==> config.mk <==
export PLATFORM = sky130hd
export DESIGN_NAME = buffer_file
export DESIGN_NICKNAME = d
export VERILOG_FILES = /design/src/buffer_file.sv
export SDC_FILE = /design/constraint.sdc
export NUM_CORES = 2
export LEC_CHECK = 0
export BUFFER_PORTS_ARGS = -buffer_cell sky130_fd_sc_hd__buf_2
export CAP_MARGIN = 20
export CORE_MARGIN = 2
export CORE_UTILIZATION = 30
export CTS_BUF_LIST = sky130_fd_sc_hd__clkbuf_2 sky130_fd_sc_hd__clkbuf_4 sky130_fd_sc_hd__clkbuf_8
export DETAILED_ROUTE_END_ITERATION = 16
export SYNTH_ARGS = -nofsm -noshare
export SYNTH_HDL_FRONTEND = slang
export SYNTH_SLANG_ARGS = --single-unit
==> constraint.sdc <==
create_clock -name clk -period 40.2 [get_ports clk]
set_clock_uncertainty 0.15 [all_clocks]
set_input_delay 6.03 -clock clk [delete_from_list [all_inputs] [get_ports clk]]
set_output_delay 6.03 -clock clk [all_outputs]
set_load 0.01 [all_outputs]
==> src/buffer_file.sv <==
`timescale 1ns/100ps

module buffer_file #(
    parameter int BUFFER_WIDTH = 1024,
    parameter int BUFFER_COUNT = 2,
    parameter int TILE_WIDTH   = 256,
    parameter int DATA_WIDTH   = 8,
    parameter int TILE_SIZE    = 32
) (
    input  logic                            clk,
    input  logic                            reset_n,
    input  logic                            write_enable,
    input  logic                            read_enable,
    input  logic [TILE_WIDTH-1:0]           write_data,
    input  logic [$clog2(BUFFER_COUNT)-1:0] write_buffer,
    input  logic [$clog2(BUFFER_COUNT)-1:0] read_buffer,
    output logic signed [DATA_WIDTH-1:0]    read_data [TILE_SIZE],
    output logic                            writing_done,
    output logic                            reading_done,
    // Restart the tile indices of one buffer
    input  logic                            reset_indices_enable,
    input  logic [$clog2(BUFFER_COUNT)-1:0] reset_indices_buffer
);

    localparam int TILE_COUNT       = BUFFER_WIDTH / TILE_WIDTH;
    localparam int TILE_INDEX_WIDTH = (TILE_COUNT == 1) ? 1 : $clog2(TILE_COUNT);
    localparam logic [TILE_INDEX_WIDTH-1:0] LAST_TILE = TILE_INDEX_WIDTH'(TILE_COUNT - 1);

    logic [BUFFER_WIDTH-1:0] buffers [BUFFER_COUNT];

    // Next tile to write and to read, one pair per buffer
    logic [TILE_INDEX_WIDTH-1:0] w_tile_index [BUFFER_COUNT];
    logic [TILE_INDEX_WIDTH-1:0] r_tile_index [BUFFER_COUNT];

    logic [TILE_INDEX_WIDTH-1:0] eff_w_index;
    logic [TILE_INDEX_WIDTH-1:0] eff_r_index;

    logic read_enable_prev;
    logic read_rise;

    // A read happens only on the rising edge of read_enable
    assign read_rise = read_enable && !read_enable_prev;

    // Index restart takes effect in the same cycle as the access
    always_comb begin
        if (reset_indices_enable && reset_indices_buffer == write_buffer) begin
            eff_w_index = '0;
        end else begin
            eff_w_index = w_tile_index[write_buffer];
        end
        if (reset_indices_enable && reset_indices_buffer == read_buffer) begin
            eff_r_index = '0;
        end else begin
            eff_r_index = r_tile_index[read_buffer];
        end
    end

    // Tile storage and read port
    always_ff @(posedge clk) begin
        if (write_enable) begin
            buffers[write_buffer][eff_w_index * TILE_WIDTH +: TILE_WIDTH] <= write_data;
        end
        if (read_rise) begin
            for (int i = 0; i < TILE_SIZE; i++) begin
                read_data[i] <=
                    buffers[read_buffer][eff_r_index * TILE_WIDTH + i * DATA_WIDTH +: DATA_WIDTH];
            end
        end
    end

    // Index bookkeeping and done pulses
    always_ff @(posedge clk or negedge reset_n) begin
        if (!reset_n) begin
            read_enable_prev <= 1'b0;
            writing_done     <= 1'b0;
            reading_done     <= 1'b0;
            for (int i = 0; i < BUFFER_COUNT; i++) begin
                w_tile_index[i] <= '0;
                r_tile_index[i] <= '0;
            end
        end else begin
            read_enable_prev <= read_enable;
            writing_done     <= 1'b0;
            reading_done     <= 1'b0;

            if (write_enable) begin
                if (eff_w_index == LAST_TILE) begin
                    w_tile_index[write_buffer] <= '0;
                    writing_done               <= 1'b1;
                end else begin
                    w_tile_index[write_buffer] <= eff_w_index + 1'b1;
                end
            end

            if (read_rise) begin
                if (eff_r_index == LAST_TILE) begin
                    r_tile_index[read_buffer] <= '0;
                    reading_done              <= 1'b1;
                end else begin
                    r_tile_index[read_buffer] <= eff_r_index + 1'b1;
                end
            end
        end
    end

    // Buffer selects must name an existing buffer whenever they are used
    assert property (@(posedge clk) disable iff (!reset_n)
        write_enable |-> write_buffer < BUFFER_COUNT)
    else $error("buffer_file: write_buffer %0d out of range", write_buffer);

    assert property (@(posedge clk) disable iff (!reset_n)
        read_rise |-> read_buffer < BUFFER_COUNT)
    else $error("buffer_file: read_buffer %0d out of range", read_buffer);

    assert property (@(posedge clk) disable iff (!reset_n)
        reset_indices_enable |-> reset_indices_buffer < BUFFER_COUNT)
    else $error("buffer_file: reset_indices_buffer %0d out of range", reset_indices_buffer);

endmodule

==> PnR_summary.wiki <==
{| class="wikitable"
! Metric !! Value
|-
| Outcome || completed
|-
| Power density over the cells || 57.0 mW/mm^2
|-
| Post-layout utilization of the core || roughly a third
|-
| Commonest cells in the netlist || sky130_fd_sc_hd__edfxtp_1 (2304), sky130_fd_sc_hd__mux2i_1 (1205), sky130_fd_sc_hd__and2_1 (772)
|-
| Most repeated library cell on the critical path || sky130_fd_sc_hd__buf_4
|-
| Worst hold start || r_tile_index[3]
|-
| Setup total negative slack || 0 ns
|-
| Post-route minimum period || 11.64 ns
|-
| Startpoint of the lowest-slack register-to-register path || r_tile_index[2]
|-
| Post-synthesis adder-cell area fraction || 0.0657%
|-
| GRT Total Usage || 15.1%
|-
| Critical path start-end classification || input port to register
|-
| Detail Placement HPWL || 136000 um
|-
| Hold Vio Cnt, Final || 0
|-
| Hold Path Class || register to register
|-
| Setup crit start kind || input port
|-
| Max-slew headroom at the worst pin || between 20% and 30%
|-
| Post-synthesis simple-gate area fraction || under 10%
|-
| RSZ-0062 raised after global routing || no
|-
| Avg WL per Cell || 23.3 um
|-
| Arr. time, crit path || 12.27 ns
|-
| First drt pass iteration count || 5
|-
| Synth area leader || sky130_fd_sc_hd__edfxtp_1
|-
| Maximum number of pins on one net before global-route repair || 119
|-
| Overall die width || 567 um
|-
| Post-synthesis sequential area ratio || approximately 73%
|-
| Post-cts repair resize count || 0
|-
| Vias per Instance || about 4.8
|-
| Number of library cell types mapped by synthesis || 35
|-
| Crit path launch || read_buffer
|-
| Height of the die || 567 um
|-
| Initial antenna violation count || 89
|-
| Primary FF master, synth || sky130_fd_sc_hd__edfxtp_1
|-
| Via count of the first global-routing pass || 55000
|-
| Port Buf Inserts || 521
|-
| Worst path required time || around 41 ns
|-
| Master of the slowest instance on the critical path || sky130_fd_sc_hd__buf_4
|-
| Mux share of post-synthesis cell area || between 10 and 15%
|-
| Final count of pins violating max slew || 0
|-
| Worst stage delay on the critical path || 0.94 ns
|-
| Yosys reg bits || around 2300
|-
| Leakage power figure || 41.6 nW
|-
| Post-CTS setup buffers || 0
|-
| Area added between synthesis and finish || 15.2%
|-
| CTS Hold Bufs || 0
|-
| Maximum number of buffers from clock root to sink || 4
|-
| Total wirelength of the detailed-routed design || 252000 um
|-
| Starting density of the core || between 30% and 40%
|-
| Share of the clock period used by the worst path || 29.0%
|-
| Wire length of the first global-routing pass || 364000 um
|-
| Synth Area in Compound Gates || under 10%
|-
| CTS Sinks || 2315
|-
| VDD IR-drop max || between 30 and 40 uV
|-
| Number of top-level pins || roughly 520
|-
| Proportion of layout cells with a drive suffix above 1 || 22.6%
|-
| Yosys top cell area share || 72.7%
|-
| Synthesized netlist cell count || 5678
|-
| Synth async-reset ratio || less than 1%
|-
| Final setup fails || 0
|-
| CTS tree || yes
|-
| Maximum Capacitance Violations || 0
|-
| Fraction of synthesized cell area in xor and xnor cells || 0.0171%
|-
| Synthesis warning total || 0
|-
| CTS buffer count || 387
|-
| Worst setup EP type || register
|-
| Final hold slack || 0.361 ns
|-
| Synth Area per Inst || 16.8 sq um
|-
| Top fanout value on the critical path || 118
|-
| Cell types with the largest area share after synthesis || sky130_fd_sc_hd__edfxtp_1 (73%), sky130_fd_sc_hd__mux2i_1 (13%), sky130_fd_sc_hd__and2_1 (5.1%)
|-
| Worst path cell trace || buf_12, buf_4, a32oi_4, buf_12, buf_4, buf_4, buf_4, buf_4, mux2i_1, mux2_2
|-
| Standard cell core area || 0.315 sq mm
|-
| Dominant cell by count in the synthesized netlist || sky130_fd_sc_hd__edfxtp_1
|-
| Antenna-violating nets left || 0
|-
| Total number of vias || 52100
|-
| Clock latency of the later-clocked register in the worst-skew pair || 1.04 ns
|-
| Dominant combinational cell family by area after synthesis || multiplexers
|-
| Total number of placement rows || 206
|-
| Nets@finish || 6585
|-
| Total nets after synthesis || 5947
|-
| Max Fclk || 85.9 MHz
|-
| Cell at the root of the clock tree || sky130_fd_sc_hd__clkbuf_8
|-
| Transition at the pin with the smallest max-transition slack || 1.18 ns
|-
| Number of enable-type register cells in the synthesized netlist || between 2000 and 2500
|-
| Drt first-iter violations || 3890
|-
| Final RePlAce weighted congestion || 0.739
|-
| Mapped cell area || between 0.09 and 0.1 sq mm
|-
| Gr ovfl total || 0
|-
| Number of remaining DRC errors || 0
|-
| H-tree Lvls || 5
|-
| Register clock-pin slew on the reported worst setup and hold paths || approximately 0.060 ns
|-
| Total Die Area || 0.322 sq mm
|}
[where the power goes]
group / internal (mW) / switching, mW
combinational: 0.375 / 0.796
clock: 1.05 / 0.960
sequential: 3.01 / 0.0583
total: 4.44 / 1.81
[state kept, by name, summed over array words and instances, names as in the netlist]
signal,cells
buffers,2048
read_enable_prev,1
w_tile_index,4
reading_done,1
read_data,256
r_tile_index,4
writing_done,1
[worst paths after layout]
check,end,slack (ns),depth (start not counted)
max,read_data[182],28.56,10
min,r_tile_index[3],0.36,1
max reg2reg,read_data[182],33.81,9
min reg2reg,r_tile_index[3],0.36,1
max in group asynchronous,writing_done,34.62,1
min in group asynchronous,read_enable_prev,4.82,1
[critical path: cells and delay by family]
kind	cells	cell delay, ns
buffers and inverters	7	4.78
multiplexers	2	0.52
AO/OA/AOI/OAI	1	0.42
[metal layers]
layer / GRT usage, % / wire length [um] / vias up / part of all wire, %
met2: 26.4 / 125000 / 1631 / 50
met1: 18.6 / 103000 / 26700 / 41
met5: 0 / 372 / - / 0.15
li1: - / - / 23100 / -
met4: 4.29 / 5970 / 60 / 2.4
met3: 3.66 / 17300 / 477 / 6.9
[per-stage QoR]
stage | instance area, sq um | cells | power, mW | setup slack, ns
finish | 110000 | 10800 | 6.25 | 28.56
detailed placement | 102000 | 10100 | 4.30 | 27.55
floorplan | 95200 | 5678 | 3.89 | 14.70
global route | 110000 | 10800 | 6.51 | 28.48
CTS | 110000 | 10800 | 6.32 | 28.68
global placement | 102000 | 10100 | 4.27 | 27.59
[cells by family after synthesis]
group / after synthesis
flops: 2315
buf+inv: 383
compound gates: 341
mux: 1355
simple gates: 1278
fa+ha+maj: 5
xor+xnor: 1
[placed cells by master (no fill, tap or decap), types with 11 or more instances in the layout]
cell type	count
sky130_fd_sc_hd__and3_1	256
sky130_fd_sc_hd__clkbuf_8	388
sky130_fd_sc_hd__mux2i_1	1205
sky130_fd_sc_hd__diode_2	38
sky130_fd_sc_hd__buf_12	12
sky130_fd_sc_hd__a31o_2	106
sky130_fd_sc_hd__and2_1	770
sky130_fd_sc_hd__o22ai_1	111
sky130_fd_sc_hd__clkbuf_4	141
sky130_fd_sc_hd__buf_4	94
sky130_fd_sc_hd__edfxtp_1	2304
sky130_fd_sc_hd__mux2_2	150
sky130_fd_sc_hd__clkinv_1	99
sky130_fd_sc_hd__nand2_1	228
sky130_fd_sc_hd__clkinv_2	26
sky130_fd_sc_hd__buf_2	520
sky130_fd_sc_hd__dfrtp_1	11
sky130_fd_sc_hd__a211oi_1	111
sky130_fd_sc_hd__inv_8	11
[cell type report]
class	count	area, sq um
Clock inverter	162	948
Antenna cell	38	95.1
Sequential cell	2315	69500
Timing Repair Buffer	627	3580
Clock buffer	529	6400
Inverter	5	36.3
Fill cell	30000	206000
Multi-Input combinational cell	2980	23900
Tap cell	4160	5200
(Power assumes the default switching activity.)
