## src/tile_cfg.svh

```systemverilog
`ifndef TILE_CFG_SVH
`define TILE_CFG_SVH

// Bits held by one buffer of a buffer file
`define TILE_BUFFER_WIDTH 1024

// Bits per tile, also the width of one host write
`define TILE_WIDTH 256

// Bits per element and elements per tile
`define TILE_DATA_WIDTH 8
`define TILE_SIZE 32

// Buffers per buffer file, two gives double buffering
`define TILE_BUFFER_COUNT 2

// Accumulator and result width
`define TILE_ACC_WIDTH 32

// Tiles per buffer, derived
`define TILE_COUNT (`TILE_BUFFER_WIDTH / `TILE_WIDTH)

`endif

```

## src/tile_pkg.sv

```systemverilog
`include "tile_cfg.svh"

package tile_pkg;

    // One signed byte of an activation or weight tile
    typedef logic signed [`TILE_DATA_WIDTH-1:0] elem_t;

    // Signed accumulator, also the engine result
    typedef logic signed [`TILE_ACC_WIDTH-1:0] acc_t;

    // Raw dot product, or dot product with negative sums clamped to zero
    typedef enum logic [0:0] {
        OP_DOT      = 1'b0,
        OP_DOT_RELU = 1'b1
    } op_e;

    typedef enum logic [1:0] {
        SEQ_IDLE   = 2'd0,
        SEQ_STROBE = 2'd1,
        SEQ_GAP    = 2'd2,
        SEQ_DRAIN  = 2'd3
    } seq_state_e;

endpackage

```

## src/tile_sequencer.sv

```systemverilog
`timescale 1ns/100ps
`include "tile_cfg.svh"

module tile_sequencer (
    input  logic                                 clk,
    input  logic                                 reset_n,
    input  logic                                 start,
    input  logic [$clog2(`TILE_BUFFER_COUNT)-1:0] act_buffer,
    input  logic [$clog2(`TILE_BUFFER_COUNT)-1:0] wgt_buffer,
    input  logic                                 act_reading_done,
    input  logic                                 wgt_reading_done,
    output logic                                 read_enable,
    output logic                                 reset_indices_enable,
    output logic [$clog2(`TILE_BUFFER_COUNT)-1:0] act_read_buffer,
    output logic [$clog2(`TILE_BUFFER_COUNT)-1:0] wgt_read_buffer,
    output logic                                 tile_valid,
    output logic                                 tile_last,
    output logic                                 busy
);

    import tile_pkg::*;

    localparam int CNT_WIDTH = (`TILE_COUNT == 1) ? 1 : $clog2(`TILE_COUNT);
    localparam logic [CNT_WIDTH-1:0] LAST_STROBE = CNT_WIDTH'(`TILE_COUNT - 1);

    seq_state_e state;
    seq_state_e state_next;

    // Strobes issued so far in this run
    logic [CNT_WIDTH-1:0] strobe_cnt;
    logic                 start_accept;

    assign start_accept = start && (state == SEQ_IDLE);

    always_comb begin
        state_next = state;
        case (state)
            SEQ_IDLE: begin
                // Low half of the pattern comes first
                if (start) begin
                    state_next = SEQ_GAP;
                end
            end
            SEQ_GAP: begin
                state_next = SEQ_STROBE;
            end
            SEQ_STROBE: begin
                if (strobe_cnt == LAST_STROBE) begin
                    state_next = SEQ_DRAIN;
                end else begin
                    state_next = SEQ_GAP;
                end
            end
            SEQ_DRAIN: begin
                // Last tile is in, dot unit closes the sum on this edge
                if (act_reading_done) begin
                    state_next = SEQ_IDLE;
                end
            end
            default: begin
                state_next = SEQ_IDLE;
            end
        endcase
    end

    always_ff @(posedge clk or negedge reset_n) begin
        if (!reset_n) begin
            state           <= SEQ_IDLE;
            strobe_cnt      <= '0;
            act_read_buffer <= '0;
            wgt_read_buffer <= '0;
            tile_valid      <= 1'b0;
        end else begin
            state      <= state_next;
            // Data returns one edge after each strobe
            tile_valid <= read_enable;
            if (start_accept) begin
                strobe_cnt      <= '0;
                act_read_buffer <= act_buffer;
                wgt_read_buffer <= wgt_buffer;
            end else if (state == SEQ_STROBE) begin
                strobe_cnt <= strobe_cnt + 1'b1;
            end
        end
    end

    assign read_enable          = (state == SEQ_STROBE);
    assign reset_indices_enable = (state == SEQ_STROBE) && (strobe_cnt == '0);
    assign tile_last            = act_reading_done;
    assign busy                 = (state != SEQ_IDLE);

    // Both buffer files walk the same number of tiles in lockstep
    assert property (@(posedge clk) disable iff (!reset_n)
        act_reading_done == wgt_reading_done)
    else $error("tile_sequencer: activation and weight reads out of step");

    // A start during a run never begins a new run
    assert property (@(posedge clk) disable iff (!reset_n)
        (start && busy) |=> !(state == SEQ_GAP && strobe_cnt == '0))
    else $error("tile_sequencer: start accepted while busy");

endmodule

```

## config.mk

```make
export PLATFORM = sky130hd
export DESIGN_NAME = tile_sequencer
export DESIGN_NICKNAME = d
export VERILOG_FILES = /design/src/tile_pkg.sv /design/src/tile_sequencer.sv
export VERILOG_INCLUDE_DIRS = /design/src
export SDC_FILE = /design/constraint.sdc
export NUM_CORES = 1
export LEC_CHECK = 0
export ABC_CLOCK_PERIOD_IN_PS = 1800
export BUFFER_PORTS_ARGS = -buffer_cell sky130_fd_sc_hd__buf_2
export CAP_MARGIN = 20
export CORE_AREA = 2 2 39 41
export CTS_CLUSTER_SIZE = 28
export DETAILED_ROUTE_END_ITERATION = 8
export DIE_AREA = 0 0 41 43
export GPL_TIMING_DRIVEN = 0
export PLACE_DENSITY = 0.51
export SYNTH_ARGS = -nofsm -noshare
export SYNTH_HDL_FRONTEND = slang
export SYNTH_SLANG_ARGS = --single-unit
```

## constraint.sdc

```tcl
create_clock -name clk -period 1.8 [get_ports clk]
set_input_delay 0.09 -clock clk [delete_from_list [all_inputs] [get_ports clk]]
set_output_delay 0.09 -clock clk [all_outputs]
set_load 0.01 [all_outputs]
```

==> metrics, run 1 <==
clock sink count=7; Period minus WS final=approximately 1.3 ns; vias per std cell=3.97; Worst Path Max Fanout=7; Critical-path top delay cell=dfrtp_1; CP delay by family, top=flip-flops; Clock Tree Root=clkbuf_4; XOR/XNOR Fraction of Synth Area=0; Post-Synth Simple-Gate Area=0.106; final WL=about 540 um; antenna cells=0; Period Utilization, post-route=0.729; setup bufs post-CTS=0; clock group share of total power=0.194; VDD IR max=roughly 0.63 mV; maxcap violations=0; drt pass-1 iters=4; Core Area=1380 sq um; Cell Pwr Density=roughly 1600 nW/um^2; Die Area=roughly 1800 sq um; synth unique cells=15; drt initial violations=5; Pint=~0.00046 W; final hold slack=about 0.06 ns; Worst Skew=between 0.00015 and 0.0002 ns; syn avg cell area=~13 sq um; DIE HEIGHT=43 um; Cell Area, Synth=319 sq um; sw frac=0.345; pin count of the biggest net entering global routing=8; post-synthesis mux area share=0.106; area growth from synthesis to layout=36.5%; # port buffers=12; first-pass GRT wire length=slightly above 800 um; post-cts resize count=0; synthesis-stage register bit count=7; TNS Setup=0 ns; compound-gate portion of the synthesized area=0.102; I/O pin total=14; kind of end point of the critical path=primary output; Seq/Total Area, Yosys=0.549; Buf/Inv on CP=1; later-pin clock latency in the skew report=0.24 ns; ANT nets after route=0; Max Slew Vio Count=0; hold buffers post-CTS=1; DRC viols=0; adder-cell share of the synthesized area=0.0784; H-tree levels=1; CP startpoint kind=flip-flop; headroom to the max-slew limit=0.837; P_leak=0.221 nW; Logic pwr share=0.377; WL per Instance=9.29 um; TritonCTS clock tree=yes; Reg power frac=0.428; gr ovfl total=0; Yosys warning count=0; vias after detailed routing=230; Crit path required time=approximately 1.7 ns; Initial Utilization=0.231; post-synthesis cell count=25; Layout Nets=between 50 and 60; crit path cell chain=nor2b_2 > and2_1 > buf_2; Hold Fails Final Rpt=0; dpl hpwl=a little over 400 um; Worst R2R Path Depth=2; Worst path max stage delay=about 0.45 ns; CTS max path bufs=2; Worst Path Arrival=~1.2 ns; RSZ-0062 raised after global routing=false; Worst Tran Pin Value=roughly 0.24 ns; die width=41 um; Max Clk Rate=approximately 760 MHz; CTS clk-pin slew, worst paths=0.05 ns; share of cells above drive strength 1=0.452; Global Route Usage Sum=0.0727; critical path depth in cells=3; CTS buffer count=3; final setup violation count=0; sw power=0.000242 W; initial antenna violation count=0; syn nets=34; worst min-delay path category=input pin to flip-flop; Worst Setup Path Type=flip-flop to primary output; worst hold stages=2; vias in the first global route=between 150 and 200; largest family of logic cells by synthesized area=simple AND/OR/NAND/NOR gates; row count=14; status=complete, no violations; Placer Congestion=roughly 0.69
per-stage QoR:
stage                     cells  total power (W)  setup WS [ns]   util  cell area, sq um
after floorplan              25         0.000470          0.715      -               319
after global placement       53         0.000572          0.652  0.288               399
after detailed placement     53         0.000574          0.648  0.288               399
after CTS                    58         0.000718          0.469  0.315               435
after global routing         58         0.000774          0.398  0.315               435
final                        58         0.000702          0.488  0.315               435
cell usage after synthesis (all sizes together):
cell type	number	area (sq um)
inv	3	11.3
mux2	3	33.8
a22o	1	8.76
or2	1	6.26
buf	1	7.51
nor3b	1	12.5
nor2b	1	8.76
a31oi	1	6.26
o21ai	1	5.00
ha	2	25.0
o21bai	1	7.51
dfrtp	7	175
and2	1	6.26
a21oi	1	5.00
path summary, 6_finish.rpt:
kind | endpoint | start | slack (ns)
setup / recovery | reset_indices_enable | state[0] | 0.49
hold / removal | state[1] | act_reading_done | 0.06
setup reg to reg | wgt_read_buffer | state[1] | 0.66
hold reg to reg | wgt_read_buffer | wgt_read_buffer | 0.48
max in group asynchronous | strobe_cnt[1] | reset_n | 1.44
min in group asynchronous | state[1] | reset_n | 0.21
final cells by class:
class / instances / area, sq um
well taps: 16 / 20.0
inverters: 3 / 11.3
fillers: 151 / 948
plain buffers: 1 / 7.51
repair buffers: 13 / 70.1
multi-input cells: 14 / 125
clock buffers: 4 / 26.3
flip-flops and latches: 7 / 175
cell families (layout without fill, tap and decap cells):
| group | count (synthesis) | in the layout |
|---|---|---|
| AOI/OAI and AO/OA | 5 | 5 |
| adders and majority gates | 2 | 2 |
| muxes | 3 | 3 |
| and+or+nand+nor | 4 | 4 |
| DFF | 7 | 7 |
| buffers and inverters | 4 | 21 |
worst reg2reg max path: stages (launching register included):
cell	delay, ns
dfrtp_1	0.44
nor3b_2	0.25
mux2_1	0.34
state kept, by name (all words and copies together), names as in the netlist:
register         count
strobe_cnt           2
act_read_buffer      1
wgt_read_buffer      1
state                2
tile_valid           1
cells in the final DEF, fill, tap and decap left out, drive strengths merged:
cell type    Yosys  layout
o21bai           1       1
o21ai            1       1
and2             1       1
dfrtp            7       7
dlygate4sd3      0       1
inv              3       3
or2              1       1
a31oi            1       1
nor3b            1       1
buf              1      13
clkbuf           0       4
a21oi            1       1
ha               2       2
mux2             3       3
nor2b            1       1
a22o             1       1
per-layer routing:
layer | vias up | part of all wire | track usage
li1 | 118 | - | -
met1 | 100 | 0.50 | 0.111
met2 | 10 | 0.38 | 0.0719
met3 | 2 | 0.10 | 0.0314
met4 | 0 | 0.013 | 0.0600
met5 | - | 0 | 0
power groups by stage:
stage | logic, W | registers [W] | clock network [W]
floorplan | 0.000161 | 0.000309 | 0
global placement | 0.000268 | 0.000303 | 0
detailed placement | 0.000270 | 0.000304 | 0
CTS | 0.000271 | 0.000302 | 0.000145
global route | 0.000303 | 0.000317 | 0.000153
finish | 0.000265 | 0.000301 | 0.000136
(Power assumes the default switching activity.)
==> run 2, diff against run 1 <==
--- a/config.mk
+++ b/config.mk
@@ -6,7 +6,7 @@
 export SDC_FILE = /design/constraint.sdc
 export NUM_CORES = 1
 export LEC_CHECK = 0
-export ABC_CLOCK_PERIOD_IN_PS = 1800
+export ABC_CLOCK_PERIOD_IN_PS = 1300
 export BUFFER_PORTS_ARGS = -buffer_cell sky130_fd_sc_hd__buf_2
 export CAP_MARGIN = 20
 export CORE_AREA = 2 2 39 41
==> constraint.sdc (replaced) <==
create_clock -name clk -period 1.3 [get_ports clk]
set_input_delay 0.065 -clock clk [delete_from_list [all_inputs] [get_ports clk]]
set_output_delay 0.065 -clock clk [all_outputs]
set_load 0.01 [all_outputs]
==> metrics, run 2 (same netlist as run 1, synthesis figures left out) <==
hold-critical path endpoint=state[1]; Hold Fails Final Rpt=0 (unchanged); Cell Pwr Density=2260 nW/um^2 (+40%); DIE HEIGHT=43 um (unchanged); kind of end point of the critical path=primary output; origin of the critical flop-to-flop path=state[1]; commonest non-fill, non-tap cell in the layout=buf_2; first-pass GRT wire length=834 um (+2.5%); H-tree levels=1 (unchanged); final WL=541 um (+0.37%); status=complete, no violations; TNS Setup=0 ns (unchanged); I/O pin total=14 (unchanged); P_leak=0.224 nW (+1.1%); Die Area=1760 sq um (unchanged); R2R Setup Slk=0.13 ns (-0.53 ns); worst hold stages=2 (unchanged); ANT nets after route=0 (unchanged); Period minus WS final=approximately 1.2 ns; maxcap violations=0 (unchanged); CP startpoint kind=flip-flop; CTS buffer count=3 (unchanged); Worst Path Arrival=1.14 ns (-0.08 ns); Worst Path Max Fanout=6 (-1); HP Start=act_reading_done; area growth from synthesis to layout=38.4%; gr ovfl total=0 (unchanged); Worst R2R Path Depth=2 (unchanged); Max Slew Vio Count=0 (unchanged); TritonCTS clock tree=yes; Placer Congestion=0.692 (unchanged); most frequent cells in the layout=buf_2, dfrtp_1, inv_1, clkbuf_4; DRC viols=0 (unchanged); final setup violation count=0 (unchanged); die width=41 um (unchanged); Core Area=1380 sq um (unchanged); pin count of the biggest net entering global routing=8 (unchanged); clock sink count=7 (unchanged); later-pin clock latency in the skew report=0.24 ns (about the same); vias after detailed routing=240 (+4.3%); drt initial violations=7 (+2); dpl hpwl=410 um (unchanged); RSZ-0062 raised after global routing=false; initial antenna violation count=0 (unchanged); setup bufs post-CTS=0 (unchanged); WL per Instance=9.33 um (+0.37%); Worst Setup Path Type=flip-flop to primary output; vias per std cell=4.14 (+4.3%); Top Registers=state x2, strobe_cnt x2; Multi-input gate area=130 sq um (+4.0%); row count=14 (unchanged); Layout Nets=52 (unchanged); share of cells above drive strength 1=0.476 (+0.0238); Clock Tree Root=clkbuf_4; headroom to the max-slew limit=0.835 (-0.00233); # port buffers=12 (unchanged); Crit path required time=1.24 ns (-0.47 ns); RR Endpoint=wgt_read_buffer; Worst Skew=0.000483 ns (+0.000302 ns); Fill cells=151 (unchanged); VDD IR max=0.873 mV (+40%); register area=176 sq um (+0.71%); DP Cell Count=53 (unchanged); Worst Tran Pin Value=0.248 ns (+0.00400 ns); CTS max path bufs=2 (unchanged); Post-Layout Cell Count=58 (unchanged); Core Util, Final=0.319 (+0.00452); drt pass-1 iters=4 (unchanged); Global Route Usage Sum=0.0737 (+0.00101); CTS clk-pin slew, worst paths=0.05 ns (about the same); Max Clk Rate=827 MHz; antenna cells=0 (unchanged); worst min-delay path category=input pin to flip-flop; Period Utilization, post-route=0.930; Initial Utilization=0.231 (unchanged); vias in the first global route=191 (+4.4%)
[run 2: final cells by class]
cell class	count	share of cell area
Multi-Input combinational cell	14	0.295
Inverter	3	0.0255
Sequential cell	7	0.399
Clock buffer	4	0.0595
Buffer	1	0.0170
Tap cell	16	0.0453
Timing Repair Buffer	13	0.159
[run 2: timing repair]
action                                 4_1_cts  5_1_grt
hold buffers                                 1        0
resized for setup                            1        1
pin swaps                                    0        0
setup endpoints to repair                    1        1
endpoints found under the hold margin        7        0
[run 2: layer usage]
metal,GRT usage,vias to the layer above,wire length [um]
met4,0.0600,0,7
met3,0.0314,2,60
met2,0.0750,14,223
met1,0.111,104,250
li1,-,120,-
met5,0,-,0
[run 2: worst max path at each step]
stage | startpoint | to | slack (ns) | depth (start not counted)
6_report | state[1] | reset_indices_enable | 0.09 | 3
5_1_grt | state[1] | reset_indices_enable | 0.03 | 3
4_1_cts | state[0] | reset_indices_enable | 0.04 | 3
3_5_place_dp | state[1] | wgt_read_buffer | 0.15 | 2
3_3_place_gp | state[1] | act_read_buffer | 0.15 | 2
2_1_floorplan | state[1] | act_read_buffer | 0.21 | 2
[run 2: worst max-delay path, stage by stage, from the launching register on]
cell	delay, ns
dfrtp_1	0.46
nor2b_4	0.18
and2_1	0.14
buf_2	0.12
[run 2: where the power goes]
group          internal [W]  leakage [nW]  switching, W
Sequential         0.000327        0.0840      0.000101
Clock              0.000117        0.0150     0.0000737
Combinational      0.000208         0.125      0.000170
[run 2: through the flow]
| stage | total power [W] | worst slack, ns | hold WS, ns | instance area [sq um] |
|---|---|---|---|---|
| after global routing | 0.00109 | 0.0297 | 0.0402 | 442 |
| after CTS | 0.00101 | 0.0443 | 0.0227 | 440 |
| after global placement | 0.000791 | 0.152 | -0.0954 | 399 |
| after detailed placement | 0.000795 | 0.148 | -0.0960 | 399 |
| final | 0.000996 | 0.0912 | 0.0278 | 442 |
| after floorplan | 0.000651 | 0.215 | -0.231 | 319 |
